## config.mk

```make
export PLATFORM = sky130hd
export DESIGN_NAME = id_branchjudge
export DESIGN_NICKNAME = d
export VERILOG_FILES = /design/src/design/id_pkg.sv /design/src/design/id_branchjudge.sv
export VERILOG_INCLUDE_DIRS = /design/src /design/src/include
export SDC_FILE = /design/constraint.sdc
export NUM_CORES = 1
export LEC_CHECK = 0
export BUFFER_PORTS_ARGS = -buffer_cell sky130_fd_sc_hd__buf_2
export CAP_MARGIN = 10
export CELL_PAD_IN_SITES_DETAIL_PLACEMENT = 1
export CELL_PAD_IN_SITES_GLOBAL_PLACEMENT = 2
export CORE_ASPECT_RATIO = 1.25
export CORE_MARGIN = 2
export CORE_UTILIZATION = 18
export DETAILED_ROUTE_END_ITERATION = 10
export GPL_TIMING_DRIVEN = 1
export PLACE_DENSITY = 0.91
export SYNTH_ARGS = -nofsm -noshare
export SYNTH_HDL_FRONTEND = slang
export SYNTH_SLANG_ARGS = --single-unit
```

## constraint.sdc

```tcl
create_clock -name vclk -period 2.4
set_input_delay 0.12 -clock vclk [all_inputs]
set_output_delay 0.12 -clock vclk [all_outputs]
set_load 0.01 [all_outputs]
```

## src/include/id_params.svh

```systemverilog
`ifndef ID_PARAMS_SVH
`define ID_PARAMS_SVH

`define XLEN        64
`define REG_NUM     32
`define REG_IDX_W   5
`define INST_W      32

// Bit ranges of the fixed instruction fields.
`define OPCODE_LOC  6:0
`define RD_LOC      11:7
`define FUNCT3_LOC  14:12
`define RS1_LOC     19:15
`define RS2_LOC     24:20
`define FUNCT7_LOC  31:25

`endif

```

## src/design/id_pkg.sv

```systemverilog
`include "id_params.svh"

package id_pkg;

    typedef enum logic [6:0] {
        OPC_LUI       = 7'b0110111,
        OPC_AUIPC     = 7'b0010111,
        OPC_JAL       = 7'b1101111,
        OPC_JALR      = 7'b1100111,
        OPC_BRANCH    = 7'b1100011,
        OPC_LOAD      = 7'b0000011,
        OPC_STORE     = 7'b0100011,
        OPC_OP_IMM    = 7'b0010011,
        OPC_OP        = 7'b0110011,
        OPC_OP_IMM_32 = 7'b0011011,
        OPC_OP_32     = 7'b0111011
    } opcode_e;

    typedef enum logic [3:0] {
        ALU_ADD  = 4'd0,
        ALU_SUB  = 4'd1,
        ALU_SLL  = 4'd2,
        ALU_SLT  = 4'd3,
        ALU_SLTU = 4'd4,
        ALU_XOR  = 4'd5,
        ALU_SRL  = 4'd6,
        ALU_SRA  = 4'd7,
        ALU_OR   = 4'd8,
        ALU_AND  = 4'd9
    } alu_op_e;

    typedef enum logic [2:0] {
        CMP_BEQ  = 3'd0,
        CMP_BNE  = 3'd1,
        CMP_BLT  = 3'd2,
        CMP_BGE  = 3'd3,
        CMP_BLTU = 3'd4,
        CMP_BGEU = 3'd5,
        CMP_NONE = 3'd7
    } comp_type_e;

    typedef enum logic [2:0] {
        IMM_I    = 3'd0,
        IMM_S    = 3'd1,
        IMM_B    = 3'd2,
        IMM_U    = 3'd3,
        IMM_J    = 3'd4,
        IMM_NONE = 3'd7
    } imm_type_e;

    typedef enum logic [1:0] {
        MEM_B = 2'd0,
        MEM_H = 2'd1,
        MEM_W = 2'd2,
        MEM_D = 2'd3
    } mem_size_e;

    typedef enum logic [1:0] {
        FWD_REG    = 2'd0,
        FWD_ID2EX  = 2'd1,
        FWD_EX2MEM = 2'd2,
        FWD_MEM2WB = 2'd3
    } fwd_sel_e;

    typedef struct packed {
        logic       rs1_en;
        logic       rs2_en;
        logic       rd_en;
        logic       is_jump;
        logic       is_branch;
        logic       jump_base_rs1;  // jalr adds the immediate to rs1.
        logic       is_lui;
        logic       is_auipc;
        logic       rd_early;       // result is already known in decode.
        logic       alu_src_pc;
        logic       alu_src_imm;
        logic       is_word;
        alu_op_e    alu_op;
        comp_type_e comp_type;
        imm_type_e  imm_type;
        logic       mem_read;
        logic       mem_write;
        mem_size_e  mem_size;
        logic       load_unsigned;
    } ctrl_t;

    typedef struct packed {
        logic                  rd_en;
        logic [`REG_IDX_W-1:0] rd_index;
        logic [`XLEN-1:0]      rd_data;
    } wb_t;

    typedef struct packed {
        logic                  valid;
        ctrl_t                 ctrl;
        logic [`XLEN-1:0]      pc;
        logic [`XLEN-1:0]      rs1_data;
        logic [`XLEN-1:0]      rs2_data;
        logic [`XLEN-1:0]      imm;
        logic [`REG_IDX_W-1:0] rd_index;
        logic [`XLEN-1:0]      rd_data;
    } id2ex_t;

endpackage

```

## src/design/id_branchjudge.sv

```systemverilog
`timescale 1ns/1ps
`include "id_params.svh"

module id_branchjudge import id_pkg::*; (
    input  comp_type_e       comp_type_i,
    input  logic [`XLEN-1:0] rs1_data_i,
    input  logic [`XLEN-1:0] rs2_data_i,
    output logic             taken_o
);

    logic eq;
    logic lt_s;
    logic lt_u;

    assign eq   = (rs1_data_i == rs2_data_i);
    assign lt_s = ($signed(rs1_data_i) < $signed(rs2_data_i));
    assign lt_u = (rs1_data_i < rs2_data_i);

    always_comb begin
        case (comp_type_i)
            CMP_BEQ:  taken_o = eq;
            CMP_BNE:  taken_o = ~eq;
            CMP_BLT:  taken_o = lt_s;
            CMP_BGE:  taken_o = ~lt_s;
            CMP_BLTU: taken_o = lt_u;
            CMP_BGEU: taken_o = ~lt_u;
            default:  taken_o = 1'b0;
        endcase
    end

endmodule

```

== Word level (Yosys, flattened, before mapping) ==
Cells that the tools add are included.

* Register bits: 0
* Latch bits: 0
* RAM bits: 0
* ROM bits: 0
* Input bits: 131
* Memories kept: 0

* $add $sub $neg: 0
* Multipliers: 0
* Div/mod/pow operators: 0
* Order comparisons: 2
* Eq/ne operators: 6
* Shift-type cells: 0
* Mux-type cells: 1
* Bitwise operators: 3
* Reductions and logical operators: 1

{| class="wikitable"
|+ Operator list
! cell !! number
|-
| < comparator 64 bit || 2
|-
| equality test 64 bit || 1
|-
| equality test 3 x 2 -> 1 bit (second input constant) || 2
|-
| equality test 3 bit (second input constant) || 2
|-
| case mux 1 bit (6 select lines) || 1
|-
| equality test 3 x 1 -> 1 bit (second input constant) || 1
|-
| zero test 3 bit || 1
|-
| NOT 1 bit || 3
|}

== Longest topological paths before layout ==
* Depth in word-level cells: 3
* Gate-level depth with buffers: 10
* Mapped depth without buffers: 10

== Worst setup path before layout ==
Ideal clock, no wire load.

* Kind: input to output
* From: input port rs2_data_i[37]
* To: output port taken_o
* Data arrival time: 2.176 ns
* Setup slack: 0.104 ns
* Stages: 10
* Buffers on the path: 0
* Cell sequence: inv_1 -> ha_1 -> a21oi_2 -> o21ai_1 -> a221oi_2 -> o211ai_1 -> a2111o_1 -> or3_1 -> and2_0 -> a211o_1

* Cells in the longest elaborated chain, start to end: 3

{| class="wikitable"
|+ Ends and longest elaborated chain
! what !! line !! source
|-
| from (decl) || id_branchjudge.sv:7 || <nowiki>input logic [`XLEN-1:0] rs2_data_i,</nowiki>
|-
| < comparator 64 bit, or another cell as far along || id_branchjudge.sv:17 || <nowiki>assign lt_u = (rs1_data_i < rs2_data_i);</nowiki>
|-
| NOT 1 bit (on tied branches) || id_branchjudge.sv:26, id_branchjudge.sv:22, id_branchjudge.sv:24 ||
|-
| case mux 1 bit (6 select lines) * || id_branchjudge.sv:20 || <nowiki>case (comp_type_i)</nowiki>
|-
| to (decl) || id_branchjudge.sv:8 || <nowiki>output logic taken_o</nowiki>
|}

Mark *: on every way between the ends. The rest lies on a longest branch, timed or not.

== Final worst setup path ==
* From: input port rs2_data_i[42]
* To: output port taken_o

The elaborated chain is that of the path after synthesis.

==> run metrics <==
status finished with violations; failing checks setup timing; Routed Antenna Nets 0; WP data required 2280 ps; Period Utilization, post-route 104%; sequential element share of the synthesized area 0%; number of antenna diodes 0; yosys warns 0; final WL 5700 µm; utilization after layout 29.9%; CP startpoint kind input port; initial antenna violation count 0; Setup CP Type input port to output pin; sequential cell count 0; RSZ-0062 raised after global routing true; worst-path cell chain buf_6, inv_2, ha_4, and4_1, a221oi_2, o211ai_1, a2111o_1, or3_1, and2_1, a211o_1, buf_2; Switching Share 45.5%; layout cells sized above 1 43.3%; Slew HR 78.2%; Min-Delay Path Class input port to output pin; internal power 222 µW; mux cell area share after synthesis 0%; Core ar. 9130 µm²; post-synthesis compound-gate area fraction 19.2%; most frequent cell after synthesis inv_1; I/O pin count 132; synthesis-to-layout area growth 61.9%; Detailed Routing Iterations Pass 1 4; slowest CP cell a2111o_1; Die X 90.6 µm; simple-gate share of the synthesized area 18.3%; # clk buffers 0; setup violators final 1; Layout Nets 578; Slew Limit Fails 0; FP Rows 39; CP arrival 2380 ps; DR vias/cell 4.26; DIE AREA 10200 µm²; fmax 400 MHz; Post-Synth XOR/XNOR Area 0.519%; pre-CTS WS -266 ps; Gate Count Post-Synth 240; switching power 185 µW; Tmin final 2500 ps; Detail Placement HPWL 5390 µm; Post-Synthesis Cell Area 1690 µm²; Setup TNS Final -102 ps; synth cell count leaders 65 x inv_1, 64 x ha_1, 26 x a21oi_1; Yosys cell types 30; crit-path max cell delay 400 ps; top post-synthesis cells by area ha_1 47%, inv_1 14%, a21oi_1 7.7%; Peak VDD IR 43.8 µV; largest net degree at the start of global routing 5; sequential power share 0%; Post-Synth Adder-Cell Area 47.5%; leakage 0.00162 µW; vias in the first global route 2419; DRC 0; crit end category output pin; Congestion Overflow GR 0; final hold viol count 0; Yosys top cell by area ha_1; Buf/Inv on CP 3; CP top delay family compound AO/OA/AOI/OAI gates; Synthesized Nets 435; via count 2148; Die Y 112 µm; Total Routing Usage GR 11.4%; max-capacitance violation count 0; first-pass GRT wire length 10100 µm; worst slew pin tran 324 ps; initial core utilization 18.5%; IO Port Bufs 132; clock share of power 0%; Syn Area/Cell 7.03 µm²; GP Congestion 0.694; largest family of logic cells by synthesized area adder cells; combinational power share 100.0%; setup ws final -102 ps; post-synth top area share 47.5%; DR iter-0 viols 12; Pwr per Cell Area 149 nW/µm²; Routed WL per cell 11.3 µm; Crit Path Max Fanout 4; Sequential cell area 0 µm²
routing by layer:
metal | GRT usage (%) | share of wire [%] | vias up
met4 | 0.308 | 0.32 | 0
met5 | 0 | 0 | -
met3 | 0.940 | 5.0 | 2
met1 | 12.8 | 39 | 949
met2 | 23.8 | 55 | 75
li1 | - | - | 1122
cells by family after synthesis:
group | Yosys count
AOI/OAI and AO/OA | 52
buffers and inverters | 65
xor gates and xnor gates | 1
adders and majority gates | 64
and+or+nand+nor | 58
path summary, 6_finish.rpt:
kind            from       to  slack, ps  cells past startpoint
max   rs2_data_i[42]  taken_o       -100                     11
min   comp_type_i[1]  taken_o        740                      4
placed cells by master (no fill, tap or decap), drive strengths merged:
cell type / netlist / routed
a211o: 1 / 1
and4: 6 / 6
nand2b: 1 / 1
a2111o: 1 / 1
a31oi: 1 / 1
a221oi: 3 / 3
nor2: 3 / 3
nor2b: 2 / 2
o31ai: 1 / 1
nor3: 5 / 5
nand4: 9 / 9
nor4: 2 / 2
nand3: 9 / 9
o21bai: 1 / 1
buf: 0 / 141
or3: 1 / 1
xnor2: 1 / 1
and2: 1 / 1
ha: 64 / 64
a21oi: 29 / 29
nor3b: 1 / 1
o21a: 1 / 1
o2bb2ai: 1 / 1
a21o: 3 / 3
o21ai: 8 / 8
inv: 65 / 65
nand2: 18 / 18
o211ai: 2 / 2
power groups by stage:
| stage | logic, µW | registers [µW] | clock network (µW) |
|---|---|---|---|
| floorplan | 198 | 0 | 0 |
| global placement | 362 | 0 | 0 |
| detailed placement | 381 | 0 | 0 |
| finish | 407 | 0 | 0 |
| global route | 478 | 0 | 0 |
| CTS | 411 | 0 | 0 |
final cells by class:
type	count	area (µm²)
timing repair buffer	141	766
tap	123	154
multi-input combinational	175	1560
inverter	65	246
fill	1192	6390
what timing repair did:
item / 4_1_cts / 5_1_grt
pin swaps: 9 / 1
resized for setup: 22 / 6
buffers inserted: 0 / 0
hold buffers: 0 / 0
setup endpoints to repair: 1 / 1
worst min-delay path, delay by kind of cell:
kind | cells | cell delay [ps]
buffers and inverters | 2 | 230
AO/OA/AOI/OAI | 1 | 220
AND/OR/NAND/NOR | 1 | 40
metrics by stage:
stage / hold WS (ps) / power, µW / instance area [µm²] / cells
final: 744 / 407 / 2730 / 504
after global routing: 774 / 478 / 2730 / 504
after CTS: 747 / 411 / 2710 / 504
after detailed placement: 744 / 381 / 2570 / 504
after global placement: 734 / 362 / 2570 / 504
after floorplan: 523 / 198 / 1690 / 240
(Power assumes the default switching activity.)
