### config.mk
export PLATFORM = sky130hd
export DESIGN_NAME = id_control
export DESIGN_NICKNAME = d
export VERILOG_FILES = /design/src/design/id_pkg.sv /design/src/design/id_control.sv
export VERILOG_INCLUDE_DIRS = /design/src /design/src/include
export SDC_FILE = /design/constraint.sdc
export NUM_CORES = 1
export LEC_CHECK = 0
export BUFFER_PORTS_ARGS = -buffer_cell sky130_fd_sc_hd__buf_2
export CORE_MARGIN = 3
export CORE_UTILIZATION = 30
export DETAILED_ROUTE_END_ITERATION = 8
export PLACE_DENSITY = 0.91
export SLEW_MARGIN = 40
export SYNTH_ARGS = -nofsm -noshare
export SYNTH_HDL_FRONTEND = slang
export SYNTH_SLANG_ARGS = --single-unit
### constraint.sdc
create_clock -name vclk -period 0.9
set_clock_uncertainty 0.05 [all_clocks]
set_input_delay 0.045 -clock vclk [all_inputs]
set_output_delay 0.045 -clock vclk [all_outputs]
set_load 0.01 [all_outputs]
### src/include/id_params.svh
`ifndef ID_PARAMS_SVH
`define ID_PARAMS_SVH

`define XLEN        64
`define REG_NUM     32
`define REG_IDX_W   5
`define INST_W      32

// Bit ranges of the fixed instruction fields.
`define OPCODE_LOC  6:0
`define RD_LOC      11:7
`define FUNCT3_LOC  14:12
`define RS1_LOC     19:15
`define RS2_LOC     24:20
`define FUNCT7_LOC  31:25

`endif

### src/design/id_pkg.sv
`include "id_params.svh"

package id_pkg;

    typedef enum logic [6:0] {
        OPC_LUI       = 7'b0110111,
        OPC_AUIPC     = 7'b0010111,
        OPC_JAL       = 7'b1101111,
        OPC_JALR      = 7'b1100111,
        OPC_BRANCH    = 7'b1100011,
        OPC_LOAD      = 7'b0000011,
        OPC_STORE     = 7'b0100011,
        OPC_OP_IMM    = 7'b0010011,
        OPC_OP        = 7'b0110011,
        OPC_OP_IMM_32 = 7'b0011011,
        OPC_OP_32     = 7'b0111011
    } opcode_e;

    typedef enum logic [3:0] {
        ALU_ADD  = 4'd0,
        ALU_SUB  = 4'd1,
        ALU_SLL  = 4'd2,
        ALU_SLT  = 4'd3,
        ALU_SLTU = 4'd4,
        ALU_XOR  = 4'd5,
        ALU_SRL  = 4'd6,
        ALU_SRA  = 4'd7,
        ALU_OR   = 4'd8,
        ALU_AND  = 4'd9
    } alu_op_e;

    typedef enum logic [2:0] {
        CMP_BEQ  = 3'd0,
        CMP_BNE  = 3'd1,
        CMP_BLT  = 3'd2,
        CMP_BGE  = 3'd3,
        CMP_BLTU = 3'd4,
        CMP_BGEU = 3'd5,
        CMP_NONE = 3'd7
    } comp_type_e;

    typedef enum logic [2:0] {
        IMM_I    = 3'd0,
        IMM_S    = 3'd1,
        IMM_B    = 3'd2,
        IMM_U    = 3'd3,
        IMM_J    = 3'd4,
        IMM_NONE = 3'd7
    } imm_type_e;

    typedef enum logic [1:0] {
        MEM_B = 2'd0,
        MEM_H = 2'd1,
        MEM_W = 2'd2,
        MEM_D = 2'd3
    } mem_size_e;

    typedef enum logic [1:0] {
        FWD_REG    = 2'd0,
        FWD_ID2EX  = 2'd1,
        FWD_EX2MEM = 2'd2,
        FWD_MEM2WB = 2'd3
    } fwd_sel_e;

    typedef struct packed {
        logic       rs1_en;
        logic       rs2_en;
        logic       rd_en;
        logic       is_jump;
        logic       is_branch;
        logic       jump_base_rs1;  // jalr adds the immediate to rs1.
        logic       is_lui;
        logic       is_auipc;
        logic       rd_early;       // result is already known in decode.
        logic       alu_src_pc;
        logic       alu_src_imm;
        logic       is_word;
        alu_op_e    alu_op;
        comp_type_e comp_type;
        imm_type_e  imm_type;
        logic       mem_read;
        logic       mem_write;
        mem_size_e  mem_size;
        logic       load_unsigned;
    } ctrl_t;

    typedef struct packed {
        logic                  rd_en;
        logic [`REG_IDX_W-1:0] rd_index;
        logic [`XLEN-1:0]      rd_data;
    } wb_t;

    typedef struct packed {
        logic                  valid;
        ctrl_t                 ctrl;
        logic [`XLEN-1:0]      pc;
        logic [`XLEN-1:0]      rs1_data;
        logic [`XLEN-1:0]      rs2_data;
        logic [`XLEN-1:0]      imm;
        logic [`REG_IDX_W-1:0] rd_index;
        logic [`XLEN-1:0]      rd_data;
    } id2ex_t;

endpackage

### src/design/id_control.sv
`timescale 1ns/1ps
`include "id_params.svh"

module id_control import id_pkg::*; (
    input  logic [`INST_W-1:0] inst_i,
    output ctrl_t              ctrl_o
);

    opcode_e    opcode;
    logic [2:0] funct3;
    logic [6:0] funct7;

    assign opcode = opcode_e'(inst_i[`OPCODE_LOC]);
    assign funct3 = inst_i[`FUNCT3_LOC];
    assign funct7 = inst_i[`FUNCT7_LOC];

    function automatic alu_op_e alu_decode(input logic [2:0] f3,
                                           input logic       alt,
                                           input logic       reg_op);
        alu_op_e op;
        case (f3)
            3'b000:  op = (alt && reg_op) ? ALU_SUB : ALU_ADD;  // no subtract with an immediate.
            3'b001:  op = ALU_SLL;
            3'b010:  op = ALU_SLT;
            3'b011:  op = ALU_SLTU;
            3'b100:  op = ALU_XOR;
            3'b101:  op = alt ? ALU_SRA : ALU_SRL;
            3'b110:  op = ALU_OR;
            default: op = ALU_AND;
        endcase
        return op;
    endfunction

    function automatic comp_type_e comp_decode(input logic [2:0] f3);
        comp_type_e ct;
        case (f3)
            3'b000:  ct = CMP_BEQ;
            3'b001:  ct = CMP_BNE;
            3'b100:  ct = CMP_BLT;
            3'b101:  ct = CMP_BGE;
            3'b110:  ct = CMP_BLTU;
            3'b111:  ct = CMP_BGEU;
            default: ct = CMP_NONE;  // reserved encodings never take the branch.
        endcase
        return ct;
    endfunction

    always_comb begin
        ctrl_o           = '0;
        ctrl_o.alu_op    = ALU_ADD;
        ctrl_o.comp_type = CMP_NONE;
        ctrl_o.imm_type  = IMM_NONE;
        ctrl_o.mem_size  = MEM_B;
        case (opcode)
            OPC_LUI: begin
                ctrl_o.rd_en       = 1'b1;
                ctrl_o.is_lui      = 1'b1;
                ctrl_o.rd_early    = 1'b1;
                ctrl_o.alu_src_imm = 1'b1;
                ctrl_o.imm_type    = IMM_U;
            end
            OPC_AUIPC: begin
                ctrl_o.rd_en       = 1'b1;
                ctrl_o.is_auipc    = 1'b1;
                ctrl_o.rd_early    = 1'b1;
                ctrl_o.alu_src_pc  = 1'b1;
                ctrl_o.alu_src_imm = 1'b1;
                ctrl_o.imm_type    = IMM_U;
            end
            OPC_JAL: begin
                ctrl_o.rd_en      = 1'b1;
                ctrl_o.is_jump    = 1'b1;
                ctrl_o.rd_early   = 1'b1;
                ctrl_o.alu_src_pc = 1'b1;
                ctrl_o.imm_type   = IMM_J;
            end
            OPC_JALR: begin
                ctrl_o.rs1_en        = 1'b1;
                ctrl_o.rd_en         = 1'b1;
                ctrl_o.is_jump       = 1'b1;
                ctrl_o.jump_base_rs1 = 1'b1;
                ctrl_o.rd_early      = 1'b1;
                ctrl_o.imm_type      = IMM_I;
            end
            OPC_BRANCH: begin
                ctrl_o.rs1_en    = 1'b1;
                ctrl_o.rs2_en    = 1'b1;
                ctrl_o.is_branch = 1'b1;
                ctrl_o.comp_type = comp_decode(funct3);
                ctrl_o.imm_type  = IMM_B;
            end
            OPC_LOAD: begin
                ctrl_o.rs1_en        = 1'b1;
                ctrl_o.rd_en         = 1'b1;
                ctrl_o.mem_read      = 1'b1;
                ctrl_o.alu_src_imm   = 1'b1;
                ctrl_o.imm_type      = IMM_I;
                ctrl_o.mem_size      = mem_size_e'(funct3[1:0]);
                ctrl_o.load_unsigned = funct3[2];
            end
            OPC_STORE: begin
                ctrl_o.rs1_en      = 1'b1;
                ctrl_o.rs2_en      = 1'b1;
                ctrl_o.mem_write   = 1'b1;
                ctrl_o.alu_src_imm = 1'b1;
                ctrl_o.imm_type    = IMM_S;
                ctrl_o.mem_size    = mem_size_e'(funct3[1:0]);
            end
            OPC_OP_IMM, OPC_OP_IMM_32: begin
                ctrl_o.rs1_en      = 1'b1;
                ctrl_o.rd_en       = 1'b1;
                ctrl_o.alu_src_imm = 1'b1;
                ctrl_o.imm_type    = IMM_I;
                ctrl_o.is_word     = (opcode == OPC_OP_IMM_32);
                ctrl_o.alu_op      = alu_decode(funct3, funct7[5], 1'b0);
            end
            OPC_OP, OPC_OP_32: begin
                ctrl_o.rs1_en  = 1'b1;
                ctrl_o.rs2_en  = 1'b1;
                ctrl_o.rd_en   = 1'b1;
                ctrl_o.is_word = (opcode == OPC_OP_32);
                ctrl_o.alu_op  = alu_decode(funct3, funct7[5], 1'b1);
            end
            default: ;  // unknown opcode keeps every enable low.
        endcase
    end

endmodule

== Yosys cells after proc, flatten, opt, wreduce, memory -nomap -nowiden ==
Cells that the tools add are included.

* Register bits: 0
* Input port bits: 32
* Output and inout bits: 27
* Word-level logic and storage cells: 54

* Equality and inequality tests: 18
* Multiplexer cells: 23
* Reductions and logical operators: 13

{| class="wikitable"
|+ Operators with widths
! kind !! count
|-
| $pmux 4 s7 || 2
|-
| $eq 7x6->1 const B || 4
|-
| $eq 7x5->1 const B || 3
|-
| $eq 7x7->1 const B || 3
|-
| $pmux 3 s6 || 1
|-
| $mux 1 || 16
|-
| $pmux 3 s5 || 1
|-
| $eq 3x3->1 const B || 4
|-
| $reduce_or 2->1 || 6
|-
| $reduce_or 4->1 || 3
|-
| $pmux 5 s2 || 1
|-
| $reduce_or 9->1 || 1
|-
| $reduce_or 8->1 || 1
|-
| $eq 7x2->1 const B || 1
|-
| $eq 3x2->1 const B || 2
|-
| $reduce_or 6->1 || 1
|-
| $eq 3x1->1 const B || 1
|-
| $logic_not 3->1 || 1
|-
| $mux 3 || 1
|-
| $mux 2 || 1
|}

== Logic depth before layout (Yosys ltp) ==
* Depth after elaboration: 3
* Depth in mapped cells: 4
* Mapped depth without buffers: 3

== Least setup slack after synthesis ==
Ideal clock, no wire load.

* Kind: input port to output port
* From: input inst_i[4]
* To: output ctrl_o[16] (netlist bit)
* Arrival: 1.065 ns
* Required time: 0.805 ns
* Path slack: -0.260 ns
* Cell stages on the path: 2
* Cells stage by stage: mux2_2 -> a2111oi_0

{| class="wikitable"
|+ RTL lines
! what !! line !! RTL
|-
| from (decl) || id_control.sv:5 || <nowiki>input logic [`INST_W-1:0] inst_i,</nowiki>
|-
| to (decl) || id_control.sv:6 || <nowiki>output ctrl_t ctrl_o</nowiki>
|}

==> results.py <==
metrics = {
    "synthesis": {
        "synthCells": 73,
        "synth_nets": 105,
        "ys_seq_area_share_pct": 0,
        "ys_warn_count": 0,
        "syn_area_per_cell_um2": 5.98,
        "yosysUniqueCellTypes": 31,
        "syn_area_um2": 437,
    },
    "worst_setup_path": {
        "critPathMaxFanout": 3,
        "end_kind": "output port",
        "cpMostUsedCell": "buf_6",
        "crit_slowest_cell": "or3b_4",
        "max_stage_delay_ns": 0.40,
        "crit_chain": "buf_6, nand3b_4, nor3_4, or3b_4, buf_6",
        "required_ns": 0.81,
        "critical_path_class": "in -> out",
        "cp-start-kind": "input pin",
        "worstPathArrival_ns": 1.07,
    },
    "timing": {
        "hold-worst-slack_ns": 0.410,
        "layout_setup_ws_ns": -0.269,
        "rsz0062_at_grt": "true",
        "worst_pin_slew_ns": 0.244,
        "fin_setup_tns_ns": -3.15,
        "fmax_mhz": 855,
        "finalHoldViolCount": 0,
        "setup_viol": 26,
        "period_share_pct": 130,
        "drv_slew": 0,
        "slew_headroom_pct": 83.6,
        "finalWorstPathRequiredPeriod_ns": 1.17,
    },
    "run": {
        "maxCapViolCount": 0,
    },
    "route": {
        "ant_nets": 0,
        "via_count": 843,
        "drt-pass1-iter-count": 4,
        "drc": 0,
        "drtIter0Drc": 19,
        "wl_per_cell_um": 17.0,
        "viasPerCell": 5.51,
        "routed_wl_um": 2590,
    },
    "cells_and_area": {
        "final_common_cell": "buf_2",
        "ff_latch_area_um2": 0,
        "num-clock-buffers": 0,
        "drive_gt1_share_pct": 71.0,
        "most-common-layout-cells": "32 x buf_2, 23 x buf_4, 12 x buf_6",
        "seq_cell_count": 0,
        "num_antenna_cells": 0,
        "n_fill_cell": 76,
        "syn2layout_area_growth_pct": 152,
        "layout.nets": 172,
    },
    "power": {
        "cellLeakagePower_nw": 0.567,
        "ir_drop_v": 0.000231,
        "powerDensity_mw_per_mm2": 384,
    },
    "floorplan": {
        "die_h_um": 44.2,
        "pin_count": 59,
        "num_rows": 13,
        "die_w_um": 44.2,
        "coreArea_mm2": 0.00133,
        "die-area_mm2": 0.00195,
        "start_util_pct": 32.7,
    },
    "grt": {
        "track_usage_pct": 25.6,
        "grt_pass1_vias": 801,
        "grt_max_degree": 8,
        "grt_pass1_wl_um": 3770,
        "gr-total-overflow": 0,
        "antenna_found_initial": 0,
    },
    "placed_design": {
        "gp_congestion": 0.857,
        "dp_hpwl_um": 1430,
        "dp_slack_ns": -0.287,
        "port_buffers": 38,
    },
    "run_status": {
        "violations": "negative setup slack",
        "outcome": "finished, violations left",
    },
    "hold_path": {
        "min_path_type": "in -> out",
    },
    "cts": {
        "cts_hold_buf": 0,
    },
}
==> final timing paths <==
path | startpoint | to | cells after the start
max | inst_i[2] | ctrl_o[9] | 5
min | inst_i[13] | ctrl_o[10] | 4
==> kinds of logic (layout without fill, tap and decap cells) <==
logic type / Yosys count / in the layout / synth area share, %
compound gates: 16 / 16 / 22.9
mux: 2 / 2 / 4.87
simple gates: 47 / 47 / 63.0
buf+inv: 8 / 73 / 9.17
==> synth_stat cells (all sizes together), types with 2 or more instances <==
master | n | area share (%)
nor2b | 4 | 5.7
nor4 | 3 | 4.3
and3b | 2 | 4.0
nand2 | 9 | 7.7
or3b | 2 | 4.0
clkbuf | 2 | 1.7
inv | 3 | 2.6
a21oi | 4 | 4.6
nor3 | 7 | 11
and2 | 4 | 5.7
buf | 3 | 4.9
o21ai | 5 | 5.7
nor2 | 11 | 9.5
nand3b | 3 | 8.9
==> layout make-up <==
type	instances	area, um2	share of cell area (%)
inverters	3	16.3	1.48
well taps	15	18.8	1.70
multi-input cells	65	548	49.8
repair buffers	70	518	47.0
==> per-layer routing <==
layer,track usage [%],share of wire (%),vias to the layer above
met2,51.7,52,60
met3,1.63,8.8,8
li1,-,-,389
met5,0,0,-
met4,4.22,2.7,0
met1,29.0,37,386
==> power by group <==
group          internal, mW  switching [mW]  total (mW)
combinational         0.211           0.212       0.422
clock                     0               0           0
sequential                0               0           0
total                 0.211           0.212       0.422
==> critical path: cells and delay by family <==
family                 cells  cell delay, ns
and+or+nand+nor            3            0.80
buffers and inverters      2            0.22
==> stage by stage <==
stage	instance area (um2)	std cells	total power [mW]	utilization, %
2_1_floorplan	458	73	0.127	-
3_3_place_gp	792	142	0.246	59.4
3_5_place_dp	792	142	0.259	59.4
4_1_cts	1030	150	0.367	77.4
5_1_grt	1100	153	0.444	82.6
6_report	1100	153	0.422	82.6
==> timing repair <==
| item | 4_1_cts | 5_1_grt |
|---|---|---|
| pin swaps | 16 | 7 |
| resized for setup | 48 | 9 |
| setup buffers | 9 | 4 |
| endpoints found under the setup margin | 27 | 27 |
Power figures use the tool's default switching activity.
