--- src/include/id_params.svh ---
`ifndef ID_PARAMS_SVH
`define ID_PARAMS_SVH

`define XLEN        64
`define REG_NUM     32
`define REG_IDX_W   5
`define INST_W      32

// Bit ranges of the fixed instruction fields.
`define OPCODE_LOC  6:0
`define RD_LOC      11:7
`define FUNCT3_LOC  14:12
`define RS1_LOC     19:15
`define RS2_LOC     24:20
`define FUNCT7_LOC  31:25

`endif

--- src/design/id_pkg.sv ---
`include "id_params.svh"

package id_pkg;

    typedef enum logic [6:0] {
        OPC_LUI       = 7'b0110111,
        OPC_AUIPC     = 7'b0010111,
        OPC_JAL       = 7'b1101111,
        OPC_JALR      = 7'b1100111,
        OPC_BRANCH    = 7'b1100011,
        OPC_LOAD      = 7'b0000011,
        OPC_STORE     = 7'b0100011,
        OPC_OP_IMM    = 7'b0010011,
        OPC_OP        = 7'b0110011,
        OPC_OP_IMM_32 = 7'b0011011,
        OPC_OP_32     = 7'b0111011
    } opcode_e;

    typedef enum logic [3:0] {
        ALU_ADD  = 4'd0,
        ALU_SUB  = 4'd1,
        ALU_SLL  = 4'd2,
        ALU_SLT  = 4'd3,
        ALU_SLTU = 4'd4,
        ALU_XOR  = 4'd5,
        ALU_SRL  = 4'd6,
        ALU_SRA  = 4'd7,
        ALU_OR   = 4'd8,
        ALU_AND  = 4'd9
    } alu_op_e;

    typedef enum logic [2:0] {
        CMP_BEQ  = 3'd0,
        CMP_BNE  = 3'd1,
        CMP_BLT  = 3'd2,
        CMP_BGE  = 3'd3,
        CMP_BLTU = 3'd4,
        CMP_BGEU = 3'd5,
        CMP_NONE = 3'd7
    } comp_type_e;

    typedef enum logic [2:0] {
        IMM_I    = 3'd0,
        IMM_S    = 3'd1,
        IMM_B    = 3'd2,
        IMM_U    = 3'd3,
        IMM_J    = 3'd4,
        IMM_NONE = 3'd7
    } imm_type_e;

    typedef enum logic [1:0] {
        MEM_B = 2'd0,
        MEM_H = 2'd1,
        MEM_W = 2'd2,
        MEM_D = 2'd3
    } mem_size_e;

    typedef enum logic [1:0] {
        FWD_REG    = 2'd0,
        FWD_ID2EX  = 2'd1,
        FWD_EX2MEM = 2'd2,
        FWD_MEM2WB = 2'd3
    } fwd_sel_e;

    typedef struct packed {
        logic       rs1_en;
        logic       rs2_en;
        logic       rd_en;
        logic       is_jump;
        logic       is_branch;
        logic       jump_base_rs1;  // jalr adds the immediate to rs1.
        logic       is_lui;
        logic       is_auipc;
        logic       rd_early;       // result is already known in decode.
        logic       alu_src_pc;
        logic       alu_src_imm;
        logic       is_word;
        alu_op_e    alu_op;
        comp_type_e comp_type;
        imm_type_e  imm_type;
        logic       mem_read;
        logic       mem_write;
        mem_size_e  mem_size;
        logic       load_unsigned;
    } ctrl_t;

    typedef struct packed {
        logic                  rd_en;
        logic [`REG_IDX_W-1:0] rd_index;
        logic [`XLEN-1:0]      rd_data;
    } wb_t;

    typedef struct packed {
        logic                  valid;
        ctrl_t                 ctrl;
        logic [`XLEN-1:0]      pc;
        logic [`XLEN-1:0]      rs1_data;
        logic [`XLEN-1:0]      rs2_data;
        logic [`XLEN-1:0]      imm;
        logic [`REG_IDX_W-1:0] rd_index;
        logic [`XLEN-1:0]      rd_data;
    } id2ex_t;

endpackage

--- src/design/id2ex_reg.sv ---
`timescale 1ns/1ps

module id2ex_reg import id_pkg::*; (
    input  logic   clk,
    input  logic   rst_n_i,
    input  logic   load_i,
    input  id2ex_t bundle_i,
    output id2ex_t bundle_o
);

    logic   valid_q;
    id2ex_t data_q;

    always_ff @(posedge clk or negedge rst_n_i) begin
        if (!rst_n_i) begin
            valid_q <= 1'b0;
        end else begin
            valid_q <= load_i & bundle_i.valid;  // a stall or an idle fetch loads a bubble.
        end
    end

    // the payload loads every cycle, also under a bubble.
    always_ff @(posedge clk) begin
        data_q <= bundle_i;
    end

    always_comb begin
        bundle_o       = data_q;
        bundle_o.valid = valid_q;
    end

endmodule

--- config.mk ---
export PLATFORM = sky130hd
export DESIGN_NAME = id2ex_reg
export DESIGN_NICKNAME = d
export VERILOG_FILES = /design/src/design/id_pkg.sv /design/src/design/id2ex_reg.sv
export VERILOG_INCLUDE_DIRS = /design/src /design/src/include
export SDC_FILE = /design/constraint.sdc
export NUM_CORES = 1
export LEC_CHECK = 0
export ABC_AREA = 1
export BUFFER_PORTS_ARGS = -buffer_cell sky130_fd_sc_hd__buf_2
export CAP_MARGIN = 30
export CORE_AREA = 3 3 273 275
export CTS_CLUSTER_SIZE = 12
export DETAILED_ROUTE_END_ITERATION = 8
export DIE_AREA = 0 0 276 278
export PLACE_DENSITY_LB_ADDON = 0.3
export SKIP_LAST_GASP = 1
export SYNTH_ARGS = -nofsm -noshare
export SYNTH_HDL_FRONTEND = slang
export SYNTH_SLANG_ARGS = --single-unit
--- constraint.sdc ---
create_clock -name clk -period 0.8 [get_ports clk]
set_input_delay 0.12 -clock clk [delete_from_list [all_inputs] [get_ports clk]]
set_output_delay 0.12 -clock clk [all_outputs]
set_load 0.005 [all_outputs]
# == Word level (Yosys, flattened, before mapping) ==
# Cells that the tools add are included.
# op_classes
addsub,0
n_mul,0
n_div,0
n_lt_le_gt_ge,0
eq_ne,0
n_shift,0
n_mux,0
n_bitwise,1
n_reduce_logical,0
# ops
operator,n
bitwise AND 1 bit,1
# totals
register_bits,353
latch_bits,0
ramBits,0
romBits,0
inputBits,356
out_inout_bits,353
word_cells,27
n_memories,0

# == Longest topological paths before layout ==
# Gate-level depths: netlist of run 1.
# depth
depth_word,1
mapped_depth,2
depth_no_buf,2

# == Worst setup path after synthesis of run 1 ==
# OpenSTA, ideal clock, no wires.
# synth_timing
path_type,register to output
startpoint,register valid_q
endpoint,output port bundle_o[352] in the netlist's numbering
arrival_time_ns,0.458
required_time_ns,0.680
path_slack_ns,0.222
stages_incl_launch_ff,2
n_path_buf,1
path_cell_list,dfrtp_1 > buf_4
# synth_rtl
element,line,text
start: declaration,id2ex_reg.sv:11,logic valid_q;
start signal: assignment,id2ex_reg.sv:18,valid_q <= load_i & bundle_i.valid;
end: declaration,id2ex_reg.sv:8,output id2ex_t bundle_o
# No word-level cell between the ends.

# == Final worst setup path of run 1 ==
# layout_timing
startpoint,register valid_q
endpoint,output port bundle_o[352] in the netlist's numbering
# No word-level cell between the ends.

==> impl_metrics.yaml, run 1 <==
cells_and_area:
  nNetsFinal: 1818
  final_cell_mix: "600 x buf_2, 356 x dlygate4sd3_1, 218 x dfxtp_1, 134 x dfxtp_2, 108 x buf_6"
  drive_gt1_share_pct: 60.44
  area_growth_syn_to_layout_pct: 146.4
  finish.instance_area_um2: 17460
  mostFrequentLayoutCell: "buf_2"
pwr:
  pwr_density_cell_nw_per_um2: 2297
  p_leak_uw: 0.008100
  vdd_drop_max_mv: 1.539
  fin_total_pwr_uw: 40100
setup_path:
  crit_type: "register to output pin"
  crit_family: "flip-flops"
  cp_slowest_cell: "dfrtp_1"
  startpoint_type: "register"
  cp_max_fo: 1
  worst_ep_arrival_time_ns: 1.01
  critical_path_buf_inv_count: 1
  endpoint_kind: "output pin"
  critPathRequiredTime_ns: 0.68
  slowest_delay_ns: 0.36
  path_cells: "buf_2"
min_path:
  min_path_type: "input pin to register"
sta:
  finalSetupViolations: 353
  rsz0062_at_grt: "yes"
  tightest_slew_ns: 0.1998
  layout_setup_ws_ns: -0.3303
  timing.final.crit_share_pct: 141.3
  timing.slew.headroom_pct: 86.68
  finalCriticalPeriod_ns: 1.130
  maxSlewViolCount: 0
  hold_viol_final: 0
  timing.fmax_ghz: 0.8847
floorplan:
  io_pins: 709
  row_count: 99
  fp.dieH_um: 278
  die_w_um: 276
  dieArea_um2: 76730
  start_util_pct: 9.763
  core_um2: 72590
placed_design:
  port_buffers: 708
  gp_congestion: 0.9122
  dpl_cell_area_um2: 11820
  dp_hpwl_um: 24280
synth:
  ys_warn_count: 0
  ys_ff_latch: 353
  seq_area_frac_synth_pct: 99.79
  syn_area_um2: 7087
  syn-num-nets: 712
  syn_inst: 356
  ys_types: 5
  synth_area_per_cell_um2: 19.91
global_routing:
  grt-ovfl-total: 0
  grt_pass1_vias: 8049
  grt_usage_pct: 8.228
  grt_max_degree: 14
  grt_antenna_before_repair: 9
  grt_first_pass_wirelength_um: 47750
cts:
  root_buffer: "clkbuf_16"
  cts_tree: "done"
  cts_max_path_buffers: 3
  cts_num_sinks: 353
  cts_buffers: 41
  htreeDepth: 2
  clk_pin_slew_ns: 0.06
routing:
  initialDrtViolationCount: 127
  drt_first_pass_iters: 4
  vias_per_cell: 2.841
  routed_wl_um: 33890
  routedWlPerCell_um: 13.83
  dr_total_vias: 6960
  ant_nets: 0
  drc: 0
status:
  violations: "setup timing"
  status: "finished with violations"
run:
  drv_cap: 0
-- area by class of cell --
class | instances | area (um2)
tap | 959 | 1200
inverter | 1 | 3.754
antenna | 2 | 5.005
clock inverter | 14 | 116.4
clock buffer | 56 | 1112
fill | 7561 | 55120
sequential | 353 | 7239
timing repair buffer | 1064 | 7782
multi-input combinational | 1 | 3.754
-- report_power, final --
group / switching (uW) / internal [uW] / total (uW) / leakage, uW
Sequential: 295 / 18600 / 18900 / 0.00298
Clock: 7250 / 10100 / 17300 / 0.000604
Combinational: 1230 / 2650 / 3880 / 0.00451
-- synth_stat cells --
| cell | instances | share of area, % |
|---|---|---|
| buf_4 | 1 | 0.11 |
| dfxtp_1 | 352 | 99 |
| nand2_1 | 1 | 0.053 |
| dfrtp_1 | 1 | 0.35 |
| inv_1 | 1 | 0.053 |
-- kinds of logic (layout without fill, tap and decap cells) --
group	Yosys count	after routing	synth area share (%)
other	0	2	0
buffers and inverters	2	1135	0.1589
flip-flops	353	353	99.79
AND/OR/NAND/NOR	1	1	0.05292
-- timing repair --
| action | 4_1_cts | 5_1_grt |
|---|---|---|
| hold buffers | 356 | 0 |
| gates resized for setup | 68 | 179 |
| hold endpoints to repair | 354 | 0 |
| endpoints found under the setup margin | 353 | 353 |
| gates cloned | 0 | 0 |
| setup buffers | 0 | 0 |
-- worst paths after layout --
check                                  start               endpoint  cells after the start
setup / recovery           valid_q$_DFF_PN0_          bundle_o[352]                      1
hold / removal                 bundle_i[322]  bundle_o[322]$_DFF_P_                      2
min in group asynchronous            rst_n_i      valid_q$_DFF_PN0_                      3
max in group asynchronous            rst_n_i      valid_q$_DFF_PN0_                      3
-- state kept, by name (all words and copies together) (netlist names) --
register / flops
valid_q: 1
bundle_o: 352
-- per-stage QoR --
step / utilization, % / std cells / setup TNS [ns] / hold WS, ns / setup slack [ns]
global placement: 16.29 / 2022 / 0 / -0.1022 / 0.2199
CTS: 23.18 / 2448 / -116.50 / 0.1407 / -0.3898
finish: 24.06 / 2450 / -94.53 / 0.2097 / -0.3303
floorplan: - / 356 / 0 / -0.1756 / 0.2217
global route: 24.05 / 2449 / -116.95 / 0.1690 / -0.3982
detailed placement: 16.29 / 2022 / 0 / -0.1005 / 0.2132
-- routing by layer --
layer	track usage, %	up-vias	part of all wire, %
li1	-	3321	-
met1	8.123	3114	34
met2	15.21	459	52
met3	3.515	64	11
met4	3.142	2	3.3
met5	0	-	0.038
No activity file was read; power rests on OpenSTA's default activity.
==> run 2: changes to the inputs <==
--- a/config.mk
+++ b/config.mk
@@ -13,7 +13,7 @@
 export CTS_CLUSTER_SIZE = 12
 export DETAILED_ROUTE_END_ITERATION = 8
 export DIE_AREA = 0 0 276 278
-export PLACE_DENSITY_LB_ADDON = 0.3
+export PLACE_DENSITY = 0.3
 export SKIP_LAST_GASP = 1
 export SYNTH_ARGS = -nofsm -noshare
 export SYNTH_HDL_FRONTEND = slang
==> run 2 against run 1 <==
The flow still finishes with violations (setup timing); die area did not move; flip-flop and latch count stayed put; count of clock-buffer cells in the layout fell by 1; design area is 0.32% lower; sequential share of layout area about the same; core utilization down 0.078 points; cell count hardly changed; fmax is 0.70% higher; via count fell by 1.2%; sequential power barely moved; critical path type unchanged; largest power group unchanged.
==> impl_metrics.yaml, run 2 (synthesis gave the netlist of run 1 again) <==
routing:
  vias_per_cell: 2.810
  dr_total_vias: 6879
  wl_met3_um: 3121
  routed.top_layer: "met5"
  wl_met2_um: 17570
  routedWlPerCell_um: 13.62
  initialDrtViolationCount: 107
  wl_met1_um: 11330
  drc: 0
  drt_first_pass_iters: 4
  ant_nets: 0
  routed_wl_um: 33330
floorplan:
  core_um2: 72590
  io_pins: 709
  die_w_um: 276
  dieArea_um2: 76730
  start_util_pct: 9.763
  row_count: 99
  fp.dieH_um: 278
pwr:
  vdd_drop_max_mv: 1.571
  pwr_density_cell_nw_per_um2: 2360
  p_leak_uw: 0.008098
setup_path:
  worst_ep_arrival_time_ns: 1.00
  path_cells: "buf_2"
  critical_path_buf_inv_count: 1
  critPathRequiredTime_ns: 0.68
  cp_slowest_cell: "dfrtp_1"
  endpoint_kind: "output pin"
  crit_family: "flip-flops"
  startpoint_type: "register"
  crit_start: "valid_q$_DFF_PN0_"
  slowest_delay_ns: 0.36
  crit_cells: 1
  endpoint: "bundle_o[352]"
  crit_type: "register to output pin"
  cp_max_fo: 1
sta:
  timing.fmax_ghz: 0.8909
  finalCriticalPeriod_ns: 1.122
  layout_setup_ws_ns: -0.3225
  timing.slew.headroom_pct: 89.89
  maxSlewViolCount: 0
  setup_tns_ns: -95.66
  hold_viol_final: 0
  tightest_slew_ns: 0.1517
  timing.final.crit_share_pct: 140.3
  finalSetupViolations: 353
  rsz0062_at_grt: "yes"
cts:
  cts_setup_buffers: 0
  clk_pin_slew_ns: 0.06
  cts_tree: "done"
  cts_max_path_buffers: 3
  cts_num_sinks: 353
  root_buffer: "clkbuf_16"
  cts_buffers: 41
  htreeDepth: 2
run:
  drv_cap: 0
global_routing:
  grt_pass1_vias: 7791
  grt_first_pass_wirelength_um: 47690
  grt-ovfl-total: 0
  grt_usage_pct: 8.201
  grt_antenna_before_repair: 4
  grt_max_degree: 13
cells_and_area:
  mostFrequentLayoutCell: "buf_2"
  nNetsFinal: 1818
  area_growth_syn_to_layout_pct: 145.6
  drive_gt1_share_pct: 59.27
  largest_reg_flops: 352
  final_cell_mix: "617 x buf_2, 356 x dlygate4sd3_1, 240 x dfxtp_1, 112 x dfxtp_2, 91 x buf_6"
  utilization_pct: 23.98
status:
  status: "finished with violations"
  violations: "setup timing"
placed_design:
  gp_congestion: 0.8446
  pre_cts_slack_ns: 0.1953
  port_buffers: 708
  dp_hpwl_um: 24900
min_path:
  min_path_type: "input pin to register"
## run 2: final cells by class
type                       instances  area (um2)
antenna                            1       2.502
tap                              959        1200
clock buffer                      55        1149
timing repair buffer            1064        7676
clock inverter                    14       160.2
sequential                       353        7212
fill                            7732       55180
inverter                           1       3.754
multi-input combinational          1       3.754
## run 2: power by group
group | internal (uW) | total (uW) | switching (uW)
Combinational | 2600 | 3810 | 1210
Sequential | 18600 | 18900 | 271
Clock | 11000 | 18400 | 7400
Total | 32200 | 41100 | 8880
## run 2: worst min-delay path by stage
| stage | start | endpoint | slack, ns | cells after the start |
|---|---|---|---|---|
| floorplan | rst_n_i | valid_q$_DFF_PN0_ | -0.18 | 0 |
| global placement | rst_n_i | valid_q$_DFF_PN0_ | -0.1 | 1 |
| detailed placement | rst_n_i | valid_q$_DFF_PN0_ | -0.1 | 1 |
| CTS | bundle_i[152] | bundle_o[152]$_DFF_P_ | 0.15 | 2 |
| global route | bundle_i[306] | bundle_o[306]$_DFF_P_ | 0.17 | 2 |
| finish | bundle_i[73] | bundle_o[73]$_DFF_P_ | 0.21 | 2 |
## run 2: through the flow
step | std cells | cell area (um2) | hold slack, ns | power (uW)
detailed placement | 2022 | 11820 | -0.09552 | 21300
CTS | 2447 | 16870 | 0.1508 | 41800
global placement | 2022 | 11820 | -0.09794 | 21330
global route | 2448 | 17410 | 0.1738 | 43010
floorplan | 356 | 7087 | -0.1756 | 19300
finish | 2448 | 17410 | 0.2121 | 41080
## run 2: metal layers
metal	track usage (%)	up-vias
li1	-	3313
met1	8.082	3103
met2	15.18	391
met3	3.020	70
met4	3.927	2
met5	0	-
## run 2: what timing repair did
item                                    CTS  global route
resized for setup                        63           149
endpoints found under the setup margin  353           353
hold buffers                            356             0
pin swaps                                 0             0
hold endpoints to repair                354             0
