### config.mk
export PLATFORM = sky130hd
export DESIGN_NAME = id_immgen
export DESIGN_NICKNAME = d
export VERILOG_FILES = /design/src/design/id_pkg.sv /design/src/design/id_immgen.sv
export VERILOG_INCLUDE_DIRS = /design/src /design/src/include
export SDC_FILE = /design/constraint.sdc
export NUM_CORES = 1
export LEC_CHECK = 0
export BUFFER_PORTS_ARGS = -buffer_cell sky130_fd_sc_hd__buf_2
export CAP_MARGIN = 10
export CORE_UTILIZATION = 37
export DETAILED_ROUTE_END_ITERATION = 16
export PLACE_DENSITY = 0.91
export RECOVER_POWER = 50
export SLEW_MARGIN = 5
export SYNTH_ARGS = -nofsm -noshare
export SYNTH_HDL_FRONTEND = slang
export SYNTH_SLANG_ARGS = --single-unit
### constraint.sdc
create_clock -name vclk -period 4.78
set_input_delay 0.956 -clock vclk [all_inputs]
set_output_delay 0.956 -clock vclk [all_outputs]
set_load 0.01 [all_outputs]
### src/include/id_params.svh
`ifndef ID_PARAMS_SVH
`define ID_PARAMS_SVH

`define XLEN        64
`define REG_NUM     32
`define REG_IDX_W   5
`define INST_W      32

// Bit ranges of the fixed instruction fields.
`define OPCODE_LOC  6:0
`define RD_LOC      11:7
`define FUNCT3_LOC  14:12
`define RS1_LOC     19:15
`define RS2_LOC     24:20
`define FUNCT7_LOC  31:25

`endif

### src/design/id_pkg.sv
`include "id_params.svh"

package id_pkg;

    typedef enum logic [6:0] {
        OPC_LUI       = 7'b0110111,
        OPC_AUIPC     = 7'b0010111,
        OPC_JAL       = 7'b1101111,
        OPC_JALR      = 7'b1100111,
        OPC_BRANCH    = 7'b1100011,
        OPC_LOAD      = 7'b0000011,
        OPC_STORE     = 7'b0100011,
        OPC_OP_IMM    = 7'b0010011,
        OPC_OP        = 7'b0110011,
        OPC_OP_IMM_32 = 7'b0011011,
        OPC_OP_32     = 7'b0111011
    } opcode_e;

    typedef enum logic [3:0] {
        ALU_ADD  = 4'd0,
        ALU_SUB  = 4'd1,
        ALU_SLL  = 4'd2,
        ALU_SLT  = 4'd3,
        ALU_SLTU = 4'd4,
        ALU_XOR  = 4'd5,
        ALU_SRL  = 4'd6,
        ALU_SRA  = 4'd7,
        ALU_OR   = 4'd8,
        ALU_AND  = 4'd9
    } alu_op_e;

    typedef enum logic [2:0] {
        CMP_BEQ  = 3'd0,
        CMP_BNE  = 3'd1,
        CMP_BLT  = 3'd2,
        CMP_BGE  = 3'd3,
        CMP_BLTU = 3'd4,
        CMP_BGEU = 3'd5,
        CMP_NONE = 3'd7
    } comp_type_e;

    typedef enum logic [2:0] {
        IMM_I    = 3'd0,
        IMM_S    = 3'd1,
        IMM_B    = 3'd2,
        IMM_U    = 3'd3,
        IMM_J    = 3'd4,
        IMM_NONE = 3'd7
    } imm_type_e;

    typedef enum logic [1:0] {
        MEM_B = 2'd0,
        MEM_H = 2'd1,
        MEM_W = 2'd2,
        MEM_D = 2'd3
    } mem_size_e;

    typedef enum logic [1:0] {
        FWD_REG    = 2'd0,
        FWD_ID2EX  = 2'd1,
        FWD_EX2MEM = 2'd2,
        FWD_MEM2WB = 2'd3
    } fwd_sel_e;

    typedef struct packed {
        logic       rs1_en;
        logic       rs2_en;
        logic       rd_en;
        logic       is_jump;
        logic       is_branch;
        logic       jump_base_rs1;  // jalr adds the immediate to rs1.
        logic       is_lui;
        logic       is_auipc;
        logic       rd_early;       // result is already known in decode.
        logic       alu_src_pc;
        logic       alu_src_imm;
        logic       is_word;
        alu_op_e    alu_op;
        comp_type_e comp_type;
        imm_type_e  imm_type;
        logic       mem_read;
        logic       mem_write;
        mem_size_e  mem_size;
        logic       load_unsigned;
    } ctrl_t;

    typedef struct packed {
        logic                  rd_en;
        logic [`REG_IDX_W-1:0] rd_index;
        logic [`XLEN-1:0]      rd_data;
    } wb_t;

    typedef struct packed {
        logic                  valid;
        ctrl_t                 ctrl;
        logic [`XLEN-1:0]      pc;
        logic [`XLEN-1:0]      rs1_data;
        logic [`XLEN-1:0]      rs2_data;
        logic [`XLEN-1:0]      imm;
        logic [`REG_IDX_W-1:0] rd_index;
        logic [`XLEN-1:0]      rd_data;
    } id2ex_t;

endpackage

### src/design/id_immgen.sv
`timescale 1ns/1ps
`include "id_params.svh"

module id_immgen import id_pkg::*; (
    input  logic [`INST_W-1:0] inst_i,
    input  imm_type_e          imm_type_i,
    output logic [`XLEN-1:0]   imm_o
);

    logic sign;

    assign sign = inst_i[31];

    always_comb begin
        case (imm_type_i)
            IMM_I: imm_o = {{(`XLEN-12){sign}}, inst_i[31:20]};
            IMM_S: imm_o = {{(`XLEN-12){sign}}, inst_i[31:25], inst_i[11:7]};
            IMM_B: begin
                imm_o = {{(`XLEN-13){sign}}, inst_i[31], inst_i[7],
                         inst_i[30:25], inst_i[11:8], 1'b0};
            end
            IMM_U: imm_o = {{(`XLEN-32){sign}}, inst_i[31:12], 12'b0};
            IMM_J: begin
                imm_o = {{(`XLEN-21){sign}}, inst_i[31], inst_i[19:12],
                         inst_i[20], inst_i[30:21], 1'b0};
            end
            default: imm_o = '0;
        endcase
    end

endmodule

After elaboration in Yosys (flattened, before gate mapping)
Cells that the tools add are included.

operators by class
  reductions and logical operators = 1
  equality and inequality tests = 4
  multiplexer cells = 1

operator list
  operator                                                                count
  64-bit case mux with 5 select lines                                     1
  3-bit by 2-bit equality test with 1-bit output (second input constant)  2
  3-bit by 1-bit equality test with 1-bit output (second input constant)  1
  3-bit equality test (second input constant)                             1
  3-bit zero test                                                         1

word-level totals
  flip-flop bits (word level) = 0
  logic and storage cells = 6
  input bits = 35

Longest topological paths before layout
Gate-level depths: netlist (run 1).

  depth after elaboration = 2
  depth in mapped cells = 5
  depth with buffers taken out = 3

Worst setup path before layout (run 1)
Ideal clock, no wire load.

  path kind = in2out
  start = input port imm_type_i[0]
  end = output port imm_o[32]
  path buffers = 2
  data arrival time = 2.181 ns
  slack = 1.643 ns
  stages on the path = 4
  cell sequence = buf_2 > o21ai_0 > and2_1 > buf_4

on the way
  word-level cells in the longest chain between the ends = 2
  elaborated cells between the ends (all ways) = 6

RTL lines
  element                                            line             text
  start, declared                                    id_immgen.sv:6   input imm_type_e imm_type_i,
  3-bit equality test, or another cell as far along  id_immgen.sv:15  case (imm_type_i)
  64-bit case mux with 5 select lines (*)            id_immgen.sv:15
  end, declared                                      id_immgen.sv:7   output logic [`XLEN-1:0] imm_o

Every way passes the cells marked *; elsewhere a longest branch is shown, timed or not.

Worst setup path after layout (run 1)
  start = input port imm_type_i[2]
  end = output port imm_o[13]

Same word-level chain as after synthesis.

==> results of run 1 <==
==> final cells by class <==
cell class         instances  area (sq um)
fillers                  237          1060
inverters                  5          18.8
multi-input cells         78           444
well taps                 27          33.8
repair buffers            92           424
==> path summary, 6_finish.rpt <==
check                          from        end  slack, ns  cells after the start
worst min-delay path     inst_i[28]  imm_o[28]       2.20                      4
worst max-delay path  imm_type_i[2]  imm_o[13]       1.29                      5
==> cell families after synthesis <==
family          share of synthesized area, %
mux                                     7.05
compound gates                          22.3
simple gates                            27.2
buf+inv                                 42.0
fa+ha+maj                               1.44
==> through the flow <==
| stage | cells | hold WS, ns | setup slack, ns | cell area, sq um |
|---|---|---|---|---|
| finish | 202 | 2.20 | 1.29 | 921 |
| global route | 202 | 2.24 | 0.845 | 921 |
| detailed placement | 202 | 2.20 | 1.60 | 966 |
| global placement | 202 | 2.19 | 1.63 | 966 |
| CTS | 202 | 2.20 | 1.60 | 966 |
| floorplan | 126 | 2.02 | 1.64 | 781 |
==> worst max-delay path: cells and delay by family <==
kind,cells,cell delay (ns)
buffers and inverters,2,0.69
AND/OR/NAND/NOR,1,0.56
AO/OA/AOI/OAI,2,0.32
==> cell usage after synthesis <==
library cell  count
buf_4            32
nand2_1          22
a21oi_1          17
o22ai_1          12
nor2b_1           7
inv_1             5
nand2b_1          5
buf_2             4
clkbuf_1          4
mux2_2            4
buf_6             3
and2b_1           2
and2_0            1
and2_1            1
and3b_1           1
maj3_2            1
mux2i_1           1
nand2b_4          1
nor3_1            1
o21ai_0           1
o32ai_1           1
==> cells in the final DEF (no fill, tap or decap) <==
cell type	synthesis	routed
o32ai_1	1	1
and2b_1	2	2
a21oi_1	17	17
and2_0	1	2
o21ai_0	1	1
maj3_1	0	1
nand2b_1	5	6
buf_2	4	63
nor2b_1	7	7
nor3_1	1	1
mux2_2	4	4
clkbuf_1	4	29
inv_1	5	5
nand2_1	22	22
and3b_1	1	1
o22ai_1	12	12
mux2i_1	1	1
==> power breakdown <==
part	internal (uW)	switching (uW)	total (uW)	leakage, uW
logic	45.1	63.7	109	0.000514
clock network	0	0	0	0
registers	0	0	0	0
total	45.1	63.7	109	0.000514
==> per-layer routing <==
| metal | vias up | share of wire [%] | global-route usage, % |
|---|---|---|---|
| li1 | 489 | - | - |
| met1 | 402 | 43 | 17.8 |
| met2 | 55 | 50 | 27.6 |
| met3 | 0 | 7.6 | 1.51 |
| met4 | 0 | 0 | 0.556 |
| met5 | - | 0 | 0 |
==> results.sh, run 1 <==
export IMPL_start_util_pct=39.4
export IMPL_gr_usage_all_layers_pct=14.4
export IMPL_hold_class="in2out"
export IMPL_synth_area_top_cells="buf_4, a21oi_1, nand2_1, o22ai_1, mux2_2"
export IMPL_p_leak_uw=0.000514
export IMPL_yosysWarnings=0
export IMPL_period_share_pct=73.0
export IMPL_gp_congestion=0.673
export IMPL_path_max_fanout=19
export IMPL_port_buffers=92
export IMPL_synth_top_area_share_pct=30.8
export IMPL_vias=946
export IMPL_drt_first_iter_violations=12
export IMPL_die_h_um=47.9
export IMPL_clock_buffers=0
export IMPL_syn_area_sq_um=781
export IMPL_die_area_sq_um=2300
export IMPL_synth_area_leader_cell="buf_4"
export IMPL_grt_pass1_vias=611
export IMPL_finalPower_uw=109
export IMPL_path_class="in2out"
export IMPL_fin_setup_tns_ns=0
export IMPL_syn_inst=126
export IMPL_die_w_um=47.9
export IMPL_cp_common_cell="clkbuf_1"
export IMPL_areaGrowthSynthToFinish_pct=17.9
export IMPL_hold_viol=0
export IMPL_timing_max_transition_violations_final=0
export IMPL_grt_first_pass_wirelength_um=2540
export IMPL_max_slew_margin_rel_pct=34.6
export IMPL_cts_resized=0
export IMPL_ff_latch_area_sq_um=0
export IMPL_drt_wirelength_per_cell_um=9.14
export IMPL_cp_required_ns=3.82
export IMPL_rsz0062_at_grt="no"
export IMPL_crit_path_cell_trace="clkbuf_1 -> nor2b_1 -> a21oi_1 -> o22ai_1 -> clkbuf_1"
export IMPL_slowest_delay_ns=0.56
export IMPL_worst_slew_pin_slew_ns=0.981
export IMPL_dpl_hpwl_um=1470
export IMPL_n_sequential_cell=0
export IMPL_dr_pass1_iters=4
export IMPL_status="complete, no violations"
export IMPL_end_kind="output pin"
export IMPL_syn_nets=161
export IMPL_fin_crit_ns=3.49
export IMPL_vdd_ir_drop_max_mv=0.0540
export IMPL_maxCapViolations=0
export IMPL_synth_cell_types=21
export IMPL_fp_coreArea_sq_um=1980
export IMPL_num_rows=16
export IMPL_cts_hold_buf=0
export IMPL_avgSynthCellArea_sq_um=6.20
export IMPL_fmax_ghz=0.287
export IMPL_power_density_nw_per_um2=118
export IMPL_setup_viol=0
export IMPL_drc_errors=0
export IMPL_ioPinCount=99
export IMPL_drt_total_wl_um=1850
export IMPL_worstPathArrival_ns=2.53
export IMPL_num_antenna_cells=0
export IMPL_post_cts_buffers=0
export IMPL_grt_ovfl_total=0
export IMPL_utilization_pct=46.5
export IMPL_start_kind="input port"
export IMPL_antenna_found_initial=0
export IMPL_final_nets=212
export IMPL_routed_via_density=4.68
export IMPL_drive_above_1_share_pct=38.3
export IMPL_crit_slowest_cell="nor2b_1"
export IMPL_final_antenna_net_count=0
export IMPL_yosysSeqAreaShare_pct=0
export IMPL_grt_start_max_net_pins=34
No activity file was read; power rests on OpenSTA's default activity.
==> inputs of run 2 (changes only) <==
--- a/config.mk
+++ b/config.mk
@@ -8,9 +8,9 @@
 export LEC_CHECK = 0
 export BUFFER_PORTS_ARGS = -buffer_cell sky130_fd_sc_hd__buf_2
 export CAP_MARGIN = 10
-export CORE_UTILIZATION = 37
+export CORE_UTILIZATION = 34
 export DETAILED_ROUTE_END_ITERATION = 16
-export PLACE_DENSITY = 0.91
+export PLACE_DENSITY = 0.85
 export RECOVER_POWER = 50
 export SLEW_MARGIN = 5
 export SYNTH_ARGS = -nofsm -noshare
==> constraint.sdc (replaced) <==
create_clock -name vclk -period 3.3
set_input_delay 0.66 -clock vclk [all_inputs]
set_output_delay 0.66 -clock vclk [all_outputs]
set_load 0.01 [all_outputs]
==> results.sh, run 2 (synthesis gave the netlist of run 1 again) <==
export IMPL_path_delay_family="buffers and inverters"
export IMPL_ioPinCount=99
export IMPL_hold_class="in2out"
export IMPL_period_share_pct=82.4
export IMPL_final_common_cell="buf_2"
export IMPL_crit_slowest_cell="clkbuf_1"
export IMPL_cp_common_cell="clkbuf_1"
export IMPL_crit_path_cell_trace="clkbuf_1 -> maj3_1 -> nand2b_1 -> nand2_1 -> clkbuf_1"
export IMPL_clock_buffers=0
export IMPL_start_util_pct=37.9
export IMPL_worst_slew_pin_slew_ns=0.699
export IMPL_finalPower_uw=160
export IMPL_status="complete, no violations"
export IMPL_cts_hold_buf=0
export IMPL_n_sequential_cell=0
export IMPL_final_nets=212
export IMPL_power_density_nw_per_um2=173
export IMPL_areaGrowthSynthToFinish_pct=18.1
export IMPL_hold_viol=0
export IMPL_placed_cell_area_sq_um=966
export IMPL_drive_above_1_share_pct=38.9
export IMPL_grt_ovfl_total=0
export IMPL_path_max_fanout=12
export IMPL_hold_start="inst_i[30]"
export IMPL_vdd_ir_drop_max_mv=0.0829
export IMPL_slowest_delay_ns=0.40
export IMPL_fp_coreArea_sq_um=2060
export IMPL_final_antenna_net_count=0
export IMPL_maxCapViolations=0
export IMPL_die_area_sq_um=2490
export IMPL_dr_pass1_iters=4
export IMPL_timing_max_transition_violations_final=0
export IMPL_end_kind="output pin"
export IMPL_num_antenna_cells=0
export IMPL_drc_errors=0
export IMPL_cp_required_ns=2.64
export IMPL_num_rows=16
export IMPL_max_slew_margin_rel_pct=53.4
export IMPL_post_place_ws_ns=0.714
export IMPL_rsz0062_at_grt="no"
export IMPL_port_buffers=92
export IMPL_setup_viol=0
export IMPL_gp_congestion=0.702
export IMPL_drt_first_iter_violations=15
export IMPL_drt_wirelength_per_cell_um=9.70
export IMPL_post_cts_buffers=0
export IMPL_ff_latch_area_sq_um=0
export IMPL_gr_usage_all_layers_pct=14.3
export IMPL_fmax_ghz=0.368
export IMPL_drt_total_wl_um=1960
export IMPL_dpl_hpwl_um=1520
export IMPL_timing_hold_ws_ns=1.61
export IMPL_antenna_found_initial=0
export IMPL_routed_via_density=4.76
export IMPL_fin_setup_tns_ns=0
export IMPL_grt_pass1_vias=702
export IMPL_critPathLaunch="imm_type_i[0]"
export IMPL_grt_start_max_net_pins=34
export IMPL_final_cell_mix="buf_2, clkbuf_1, nand2_1"
export IMPL_fin_crit_ns=2.72
export IMPL_die_w_um=49.9
export IMPL_worst_slack_ns=0.582
export IMPL_p_leak_uw=0.000518
export IMPL_grt_first_pass_wirelength_um=2970
export IMPL_vias=962
export IMPL_finish_instance_area_sq_um=922
export IMPL_cts_resized=0
export IMPL_path_class="in2out"
export IMPL_crit_buf_inv=2
export IMPL_worstPathArrival_ns=2.06
export IMPL_die_h_um=49.9
export IMPL_start_kind="input port"
## run 2: worst paths after layout
kind / end / slack, ns / depth (start not counted)
worst max-delay path: imm_o[24] / 0.58 / 5
worst min-delay path: imm_o[30] / 1.61 / 4
## run 2: layer usage
metal | part of all wire (%) | up-vias | global-route usage [%]
met4 | 0 | 0 | 0.952
met1 | 41 | 409 | 18.7
met2 | 50 | 70 | 26.8
met5 | 0 | - | 0
li1 | - | 483 | -
met3 | 9.3 | 0 | 0.309
## run 2: tightest hold or removal path, cell delays in order
cell	delay, ns
buf_2	0.08
nand2_1	0.04
nand2_1	0.05
buf_2	0.12
## run 2: area by class of cell
type	count	area [sq um]
multi-input combinational	78	444
fill	239	1140
inverter	5	18.8
tap	27	33.8
timing repair buffer	92	425
## run 2: per-stage QoR
step / std cells / util (%)
after detailed placement: 202 / 46.8
after global routing: 202 / 44.7
final: 202 / 44.7
after CTS: 202 / 46.8
after floorplan: 126 / -
after global placement: 202 / 46.8
## run 2: power breakdown
part / switching, uW / internal, uW / total (uW)
clock network: 0 / 0 / 0
logic: 93.9 / 65.7 / 160
registers: 0 / 0 / 0
